$ cat src/IFetchPkg.sv
package IFetchPkg;

    localparam int ADDR_W = 32;
    localparam int WORD_W = 32;
    localparam int WAYS = 2;
    localparam int SETS = 16;
    localparam int LINE_WORDS = 4;
    localparam int QUEUE_DEPTH = 4;
    localparam int ID_W = 8;

    // address fields, low to high: byte, word, set, tag
    localparam int BYTE_OFF_W = $clog2(WORD_W / 8);
    localparam int OFF_W = $clog2(LINE_WORDS);
    localparam int SET_W = $clog2(SETS);
    localparam int WAY_W = $clog2(WAYS);
    localparam int LINE_OFF_W = OFF_W + BYTE_OFF_W;
    localparam int TAG_W = ADDR_W - SET_W - LINE_OFF_W;
    localparam int QPTR_W = $clog2(QUEUE_DEPTH);

    typedef logic [ADDR_W-1:0] Addr;
    typedef logic [WORD_W-1:0] Word;
    typedef logic [SET_W-1:0] SetIdx;
    typedef logic [WAY_W-1:0] WayIdx;
    typedef logic [OFF_W-1:0] WordOff;
    typedef logic [TAG_W-1:0] Tag;
    typedef logic [LINE_WORDS-1:0][WORD_W-1:0] Line;
    typedef logic [ID_W-1:0] FetchId;
    typedef logic [QPTR_W-1:0] QueuePtr;
    typedef logic [QPTR_W:0] QueueCount;

    typedef enum logic [1:0] {
        IDLE,
        QUEUED,
        ACTIVE,
        FINALIZE
    } FlushState;

    function automatic SetIdx pcSet(Addr pc);
        return pc[LINE_OFF_W +: SET_W];
    endfunction

    function automatic Tag pcTag(Addr pc);
        return pc[ADDR_W-1 -: TAG_W];
    endfunction

    function automatic WordOff pcOff(Addr pc);
        return pc[BYTE_OFF_W +: OFF_W];
    endfunction

    function automatic Addr lineAddr(Addr pc);
        return {pc[ADDR_W-1:LINE_OFF_W], {LINE_OFF_W{1'b0}}};
    endfunction

endpackage

$ cat src/FetchQueue.sv
module FetchQueue (
    input  logic clk,
    input  logic rst,
    input  logic pushValid,
    input  IFetchPkg::Addr pushPc,
    input  IFetchPkg::Word pushInstr,
    input  IFetchPkg::FetchId pushId,
    input  logic outReady,
    output logic outValid,
    output IFetchPkg::Addr outPc,
    output IFetchPkg::Word outInstr,
    output IFetchPkg::FetchId outId,
    output IFetchPkg::QueueCount freeCount
);
    import IFetchPkg::*;

    Addr pcMem [QUEUE_DEPTH];
    Word instrMem [QUEUE_DEPTH];
    FetchId idMem [QUEUE_DEPTH];

    QueuePtr wrPtr;
    QueuePtr rdPtr;
    QueueCount count;
    logic pop;

    assign pop = outValid && outReady;

    always_ff @(posedge clk) begin
        if (pushValid) begin
            pcMem[wrPtr] <= pushPc;
            instrMem[wrPtr] <= pushInstr;
            idMem[wrPtr] <= pushId;
        end
    end

    // pointers wrap naturally, depth is a power of two
    always_ff @(posedge clk) begin
        if (rst) begin
            wrPtr <= '0;
            rdPtr <= '0;
            count <= '0;
        end else begin
            if (pushValid) wrPtr <= wrPtr + 1'b1;
            if (pop) rdPtr <= rdPtr + 1'b1;
            case ({pushValid, pop})
                2'b10: count <= count + 1'b1;
                2'b01: count <= count - 1'b1;
                default: count <= count;
            endcase
        end
    end

    assign outValid = count != '0;
    assign outPc = pcMem[rdPtr];
    assign outInstr = instrMem[rdPtr];
    assign outId = idMem[rdPtr];
    assign freeCount = QueueCount'(QUEUE_DEPTH) - count;

endmodule

$ cat config.mk
export PLATFORM = sky130hd
export DESIGN_NAME = FetchQueue
export DESIGN_NICKNAME = d
export VERILOG_FILES = /design/src/IFetchPkg.sv /design/src/FetchQueue.sv
export SDC_FILE = /design/constraint.sdc
export NUM_CORES = 1
export LEC_CHECK = 0
export CAP_MARGIN = 20
export CORE_UTILIZATION = 45
export DETAILED_ROUTE_END_ITERATION = 12
export DONT_BUFFER_PORTS = 1
export PLACE_DENSITY = 0.6
export SLEW_MARGIN = 20
export SYNTH_ARGS = -nofsm -noshare
export SYNTH_HDL_FRONTEND = slang
export SYNTH_SLANG_ARGS = --single-unit
$ cat constraint.sdc
create_clock -name clk -period 3.2 [get_ports clk]
set_input_delay 0.96 -clock clk [delete_from_list [all_inputs] [get_ports clk]]
set_output_delay 0.96 -clock clk [all_outputs]
set_load 0.1 [all_outputs]
==> flow_metrics.tcl, run 1 <==
set metrics [dict create \
    p_leak_nw 3.93 \
    fmax_mhz 334 \
    grt.overflow.total 0 \
    worst_pin_slew_ps 586 \
    fin_skew_ps 7.81 \
    portBuffers 0 \
    hold_buffers 0 \
    initial_utilization_pct 46.2 \
    gp_congestion 0.715 \
    cts_tree "yes" \
    yosysWarnings 0 \
    detail-route-antenna-nets 0 \
    track_usage_pct 16.2 \
    synth_top_area_share_pct 79.0 \
    crit_type "reg2out" \
    slew_viol_final 0 \
    grt_max_degree 40 \
    endpoint_kind "primary output" \
    vias 4439 \
    die_h_um 158 \
    fp.dieW_um 158 \
    post_drt_wl_per_cell_um 23.4 \
    via_per_inst 5.46 \
    coreArea_um2 23700 \
    grt_pass1_vias 4835 \
    syn-cell-area_um2 10900 \
    drc 0 \
    drt_iter0_markers 324 \
    nets 552 \
    placed_cells 751 \
    min_period_ps 3000 \
    max_slew_margin_pct 61.0 \
    drtPass1Iterations 4 \
    cts_max_level 2 \
    antenna_found_initial 0 \
    hold_path_depth 2 \
    area_delta_synth_final_pct 14.6 \
    pin_count 152 \
    reg2reg_depth 10 \
    hp-class "reg2reg" \
    clock_sinks 297 \
    rsz0062_at_grt "false" \
    antenna_cells 0 \
    ys_ff_latch 297 \
    peakVddDrop_mv 0.832 \
    synth_cell_types 22 \
    fin_ws_ps 205 \
    numCtsBuffers 34 \
    setup_viol 0 \
    status "complete, no violations" \
    critPathRequiredTime_ps 2240 \
    synthTopCellsByArea "edfxtp_1, mux4_2, dfxtp_1" \
    hold_viol_final 0 \
    grt_pass1_wl_um 29200 \
    powerDensity_nw_per_um2 1010 \
    num_rows 56 \
    drt_wl_total_um 19000 \
    instances_no_fill 813 \
    power_mw 12.7 \
    clk_path_buf_depth 3 \
    clock_latency_ps 490 \
    synth_nets 512 \
    dpl_worst_slack_ps 577 \
    worst-endpoint-arrival_ps 2040 \
    layout-drive-gt1-share_pct 29.4 \
    maxCapViolCount 0 \
    final_common_cell "edfxtp_1" \
    worst_setup_path_start_kind "flop" \
    synth_top_area_cell "edfxtp_1" \
    synth_seq_area_share_pct 80.7 \
    fin_crit_sh_pct 93.6 \
    fin_tns_setup_ps 0 \
    clock-root-buffer "clkbuf_16" \
    cp_max_fo 27 \
    dp_hpwl_um 11600 \
    syn_inst 428 \
    avgSynthCellArea_um2 25.6 \
    clk_pin_slew_ps 50 \
    final_cell_mix "edfxtp_1, mux4_2, clkbuf_16" \
    dieArea_um2 24900 \
]
==> kinds of logic after synthesis <==
group / Yosys count / synth area share [%]
xor gates and xnor gates: 5 / 0.400
AOI/OAI and AO/OA: 3 / 0.137
adders and majority gates: 8 / 0.983
and+or+nand+nor: 15 / 0.686
muxes: 73 / 15.0
buffers and inverters: 27 / 2.15
DFF: 297 / 80.7
==> per-stage QoR <==
| step | hold slack (ps) | utilization, % | instance area [um2] |
|---|---|---|---|
| after floorplan | 459 | - | 10900 |
| after global placement | 467 | 48.3 | 11400 |
| after detailed placement | 491 | 48.3 | 11400 |
| after CTS | 505 | 52.9 | 12500 |
| after global routing | 510 | 52.9 | 12500 |
| final | 499 | 52.9 | 12500 |
==> synth_stat cells, drive strengths merged <==
cell type	number
fa	1
xnor2	2
xor2	3
nor2b	1
mux4	72
or3	1
and2	4
buf	16
nor2	8
a21oi	2
o21ai	1
nand3b	1
clkbuf	2
edfxtp	288
mux2i	1
inv	9
dfxtp	9
ha	7
==> worst max-delay path: stages (launching register included) <==
cell     delay (ps)
dfxtp_4         650
buf_12          260
mux4_2          610
==> per-layer routing <==
layer	global-route usage [%]	vias up	part of all wire [%]
met5	0	-	0
li1	-	1894	-
met3	6.46	31	9.6
met4	5.22	0	1.8
met2	26.1	158	50
met1	19.9	2356	39
==> what timing repair did <==
item | 4_1_cts | 5_1_grt
resized for setup | 0 | 1
endpoints found under the setup margin | 0 | 16
setup buffers | 0 | 0
==> layout make-up <==
| cell class | count | area, um2 |
|---|---|---|
| Timing Repair Buffer | 22 | 294 |
| Sequential cell | 297 | 8840 |
| Fill cell | 1831 | 11100 |
| Inverter | 9 | 33.8 |
| Multi-Input combinational cell | 104 | 1890 |
| Clock inverter | 16 | 104 |
| Tap cell | 319 | 399 |
| Clock buffer | 46 | 980 |
==> where the power goes <==
group	switching, mW	internal (mW)	total [mW]
sequential	0.0838	4.49	4.58
clock	1.41	2.23	3.64
combinational	3.56	0.918	4.48
total	5.05	7.64	12.7
==> path summary, 6_finish.rpt <==
check                              from  slack [ps]                     to
setup / recovery                   flop         200              outPc[23]
hold / removal    count[1]$_SDFFE_PP0P_         500  count[1]$_SDFFE_PP0P_
setup reg to reg  count[0]$_SDFFE_PP0P_         880  count[2]$_SDFFE_PP0P_
hold reg to reg   count[1]$_SDFFE_PP0P_         500  count[1]$_SDFFE_PP0P_
==> state kept, by name, indices dropped and copies added (netlist names), named ones only <==
name	flops
pcMem	128
instrMem	128
wrPtr	2
rdPtr	2
count	3
idMem	32
Note: power is estimated with default switching activity, not from simulation.
==> inputs of run 2 (changes only) <==
--- a/config.mk
+++ b/config.mk
@@ -7,6 +7,7 @@
 export LEC_CHECK = 0
 export CAP_MARGIN = 20
 export CORE_UTILIZATION = 45
+export CTS_BUF_LIST = sky130_fd_sc_hd__clkbuf_4 sky130_fd_sc_hd__clkbuf_8
 export DETAILED_ROUTE_END_ITERATION = 12
 export DONT_BUFFER_PORTS = 1
 export PLACE_DENSITY = 0.6
==> run 2 against run 1 <==
Compared with the run above: non-clock buffer count unchanged; clock skew is 1.1 ps higher; maximum frequency is 1.7% lower; sequential share of layout area grew 1.0 points; die area did not move; register-to-register slack about the same; highest routed layer unchanged; global-route usage is 0.12 points higher; core utilization fell by 0.75 points; count of clock-buffer cells in the layout up 16; design area is 1.4% lower; flip-flop and latch count unchanged.
==> flow_metrics.tcl, run 2 (synthesis results as in run 1) <==
set metrics [dict create \
    setup_viol 0 \
    clock_latency_ps 540 \
    drc 0 \
    cpPeakStageDelay_ps 660 \
    clock-root-buffer "clkbuf_8" \
    worst-endpoint-arrival_ps 2090 \
    cp_max_fo 22 \
    clk_path_buf_depth 3 \
    antenna_found_initial 0 \
    hold_start "rst" \
    min_period_ps 3050 \
    track_usage_pct 16.3 \
    initial_utilization_pct 46.2 \
    dpl_worst_slack_ps 577 \
    drt_wl_total_um 19400 \
    grt_max_degree 40 \
    grt_util_met3_pct 6.76 \
    drt_iter0_markers 301 \
    max_slew_margin_pct 61.0 \
    drtPass1Iterations 4 \
    worst_pin_slew_ps 585 \
    fin_ws_ps 153 \
    antenna_cells 0 \
    cts_setup_buffers 0 \
    fill_cells 1858 \
    nets 566 \
    cts_max_level 2 \
    path_cells "buf_6 -> mux4_1 -> buf_12" \
    grt_pass1_vias 4982 \
    worstReg2RegEnd "count[2]$_SDFFE_PP0P_" \
    final_common_cell "edfxtp_1" \
    fin_skew_ps 8.86 \
    dieArea_um2 24900 \
    grt_pass1_wl_um 29500 \
    fin_tns_setup_ps 0 \
    fin_crit_sh_pct 95.2 \
    reg2reg_depth 10 \
    portBuffers 0 \
    clock_sinks 297 \
    worst-path-stages 3 \
    crit_family "multiplexers" \
    die_h_um 158 \
    clk_pin_slew_ps 60 \
    cts_tree "yes" \
    worst_setup_path_start_kind "flop" \
    fp.dieW_um 158 \
    vias 4536 \
    met2_usage_pct 26.2 \
    gr-usage-met1_pct 19.8 \
    p_leak_nw 3.87 \
    hold_viol_final 0 \
    crit_type "reg2out" \
    rsz0062_at_grt "false" \
    hp-class "in2reg" \
    reg.largest.list "instrMem x128, pcMem x128, idMem x32" \
    slew_viol_final 0 \
    fmax_mhz 328 \
    via_per_inst 5.43 \
    maxCapViolCount 0 \
    grt-busiest-layer "met2" \
    num_rows 56 \
    peakVddDrop_mv 0.936 \
    numCtsBuffers 48 \
    timing.critical_path.buf_inv 2 \
    powerDensity_nw_per_um2 980 \
    pin_count 152 \
    critPathRequiredTime_ps 2240 \
    slowest_stage "mux4_1" \
    detail-route-antenna-nets 0 \
    r2r_setup_slack_ps 880 \
    coreArea_um2 23700 \
    area_delta_synth_final_pct 12.9 \
    dp_hpwl_um 11600 \
    endpoint_kind "primary output" \
    status "complete, no violations" \
    layout-drive-gt1-share_pct 32.8 \
    endpoint "outId[7]" \
    grt.overflow.total 0 \
    gp_congestion 0.715 \
    hold_ws_ps 478 \
    post_drt_wl_per_cell_um 23.2 \
    r2r-start "count[0]$_SDFFE_PP0P_" \
    final_cell_mix "edfxtp_1, mux4_2, clkbuf_8" \
]
-- run 2: cell types whose count changed in the layout (fill, tap and decap cells not counted), sizes merged --
cell	before	now
clkinvlp	1	2
clkbuf	46	62
clkinv	13	18
-- run 2: area by class of cell --
type / instances / area [um2] / share of cell area, %
clock buffer: 62 / 778 / 6.30
multi-input combinational: 104 / 1890 / 15.3
sequential: 297 / 8840 / 71.5
timing repair buffer: 22 / 294 / 2.38
tap: 319 / 399 / 3.23
inverter: 9 / 33.8 / 0.273
clock inverter: 22 / 128 / 1.03
-- run 2: how the worst min path moves through the flow --
stage                       endpoint  slack [ps]  depth (start not counted)
4_1_cts        count[2]$_SDFFE_PP0P_         440                          1
5_1_grt        wrPtr[0]$_SDFFE_PP0P_         440                          1
6_report       count[2]$_SDFFE_PP0P_         480                          1
3_5_place_dp   count[1]$_SDFFE_PP0P_         490                          2
2_1_floorplan  count[1]$_SDFFE_PP0P_         460                          2
3_3_place_gp   count[2]$_SDFFE_PP0P_         470                          2
-- run 2: metrics by stage --
step | std cells | area, um2 | power [mW] | util (%)
after floorplan | 428 | 10900 | 8.82 | -
after global placement | 751 | 11400 | 9.16 | 48.3
after detailed placement | 751 | 11400 | 9.19 | 48.3
after CTS | 835 | 12400 | 12.3 | 52.2
after global routing | 835 | 12400 | 12.5 | 52.2
final | 835 | 12400 | 12.1 | 52.2
-- run 2: power breakdown --
part,switching (mW),internal [mW]
combinational,3.56,0.919
clock,1.39,1.67
sequential,0.0836,4.50
-- run 2: worst register-to-register path: stages, from the launching register on --
cell	delay [ps]
dfxtp_1	330
inv_1	70
ha_1	200
ha_1	200
nor2b_1	190
ha_1	220
inv_1	60
fa_1	370
xor2_1	160
or3_1	320
a21oi_1	140
-- run 2: timing repair --
item,4_1_cts,5_1_grt
endpoints found under the setup margin,18,0
hold buffers,0,0
resized for setup,1,0
-- run 2: routing by layer --
| metal | wire (um) | part of all wire [%] |
|---|---|---|
| met1 | 7640 | 39 |
| met3 | 1820 | 9.4 |
| met5 | 0 | 0 |
| met4 | 494 | 2.6 |
| met2 | 9400 | 49 |
==> inputs of run 3 (changes only) <==
--- a/config.mk
+++ b/config.mk
@@ -10,6 +10,7 @@
 export CTS_BUF_LIST = sky130_fd_sc_hd__clkbuf_4 sky130_fd_sc_hd__clkbuf_8
 export DETAILED_ROUTE_END_ITERATION = 12
 export DONT_BUFFER_PORTS = 1
+export GPL_TIMING_DRIVEN = 0
 export PLACE_DENSITY = 0.6
 export SLEW_MARGIN = 20
 export SYNTH_ARGS = -nofsm -noshare
==> run 3 against run 2 <==
Compared with the run above: cell count is the same; largest cell class unchanged; global-route usage shrank 0.56 points; largest power group unchanged; register-to-register slack lost 110 ps; combinational power is essentially flat; worst hold slack gained 28 ps; setup slack lost 72 ps; sequential share of layout area shrank 0.35 points; clock power grew 6%; critical path type unchanged; clock skew grew 3.4 ps.
==> flow_metrics.tcl, run 3 (synthesis results as in run 1) <==
set metrics [dict create \
    status "complete, no violations" \
    hold_viol_final 0 \
    min_period_ps 3120 \
    antenna_cells 0 \
    clk_path_buf_depth 3 \
    fin_skew_ps 12.2 \
    setup_viol 0 \
    rsz0062_at_grt "false" \
    nets 564 \
    die_h_um 158 \
    worst-endpoint-arrival_ps 2160 \
    cts_tree "yes" \
    reg.largest.list "instrMem x128, pcMem x128, idMem x32" \
    fp.dieW_um 158 \
    clock_sinks 297 \
    portBuffers 0 \
    slowest_stage "mux4_1" \
    design_area_um2 12400 \
    grt_max_degree 40 \
    clock-root-buffer "clkbuf_8" \
    via_per_inst 5.32 \
    fmax_mhz 321 \
    hp-class "in2reg" \
    placed_area_um2 11400 \
    worst_setup_path_start_kind "flop" \
    cp_max_fo 9 \
    clock_latency_ps 540 \
    layout-drive-gt1-share_pct 33.5 \
    worst_pin_slew_ps 993 \
    coreArea_um2 23700 \
    grt_pass1_wl_um 28400 \
    peakVddDrop_mv 1.18 \
    clk_pin_slew_ps 60 \
    maxCapViolCount 0 \
    endpoint_kind "primary output" \
    drc 0 \
    crit_type "reg2out" \
    hold_path_depth 0 \
    grt_util_met3_pct 6.32 \
    powerDensity_nw_per_um2 989 \
    drtPass1Iterations 6 \
    dp_hpwl_um 11600 \
    final_cell_mix "edfxtp_1, mux4_2, clkbuf_8" \
    grt.overflow.total 0 \
    critPathRequiredTime_ps 2240 \
    p_leak_nw 3.91 \
    area_delta_synth_final_pct 13.4 \
    placed_cells 751 \
    drt_iter0_markers 285 \
    gr-usage-met1_pct 18.0 \
    grt_pass1_vias 4873 \
    fin_ws_ps 80.7 \
    slew_viol_final 0 \
    dieArea_um2 24900 \
    instances_no_fill 835 \
    num_rows 56 \
    max_slew_margin_pct 34.1 \
    reg2reg_depth 10 \
    numCtsBuffers 47 \
    cpPeakStageDelay_ps 1050 \
    fin_crit_sh_pct 97.5 \
    track_usage_pct 15.7 \
    fill_cells 1876 \
    gp_congestion 0.695 \
    cts_max_level 2 \
    final_common_cell "edfxtp_1" \
    post_drt_wl_per_cell_um 23.1 \
    drt_wl_total_um 19300 \
    grt-busiest-layer "met2" \
    pin_count 152 \
    vias 4439 \
    met2_usage_pct 26.6 \
    detail-route-antenna-nets 0 \
    initial_utilization_pct 46.2 \
    power_mw 12.3 \
    path_cells "buf_6 -> mux4_1" \
    dpl_worst_slack_ps 316 \
    antenna_found_initial 0 \
]
[run 3: cell count changes in the layout (fill, tap and decap cells not counted), moves of 2 or more]
cell,change
clkbuf_4,+6
clkinv_1,-6
dfxtp_4,-2
buf_16,+2
buf_2,+7
buf_4,-10
[run 3: what timing repair did]
action                     in CTS  in global routing
setup buffers                   0                  0
hold buffers                    0                  0
setup endpoints to repair      72                  0
resized for setup               1                  0
[run 3: path summary, 6_finish.rpt]
check	from	to	slack, ps
setup / recovery	flop	outId[7]	80
hold / removal	pushInstr[10]	instrMem[2][10]$_DFFE_PP_	510
setup reg to reg	count[0]$_SDFFE_PP0P_	count[2]$_SDFFE_PP0P_	770
hold reg to reg	count[2]$_SDFFE_PP0P_	count[2]$_SDFFE_PP0P_	530
[run 3: where the power goes]
group | total [mW] | leakage (nW) | switching (mW) | internal (mW)
clock network | 3.22 | 0.513 | 1.38 | 1.84
logic | 4.50 | 0.676 | 3.60 | 0.895
registers | 4.55 | 2.72 | 0.0624 | 4.49
total | 12.3 | 3.91 | 5.04 | 7.23
[run 3: final cells by class]
| class | instances | area [um2] | share of cell area (%) |
|---|---|---|---|
| plain buffers | 17 | 198 | 1.59 |
| clock buffers | 69 | 837 | 6.74 |
| clock inverters | 16 | 128 | 1.03 |
| inverters | 9 | 33.8 | 0.272 |
| multi-input cells | 104 | 1890 | 15.2 |
| flip-flops and latches | 297 | 8830 | 71.1 |
| well taps | 319 | 399 | 3.22 |
| repair buffers | 4 | 95.1 | 0.766 |
[run 3: per-layer routing]
| metal | up-vias | wire length [um] | part of all wire [%] |
|---|---|---|---|
| li1 | 1921 | - | - |
| met1 | 2325 | 7220 | 37 |
| met2 | 158 | 9850 | 51 |
| met3 | 35 | 1880 | 9.7 |
| met4 | 0 | 354 | 1.8 |
| met5 | - | 0 | 0 |
[run 3: metrics by stage]
step	util (%)	hold slack (ps)	TNS [ps]
after floorplan	-	459	0
after CTS	52.4	460	0
after global routing	52.4	468	0
after global placement	47.9	470	-351230
after detailed placement	48.3	502	0
final	52.4	507	0
[run 3: critical path, delay by kind of cell (launching register included)]
kind     cells  cell delay, ps
buf+inv      1             230
flops        1             330
mux          1            1050
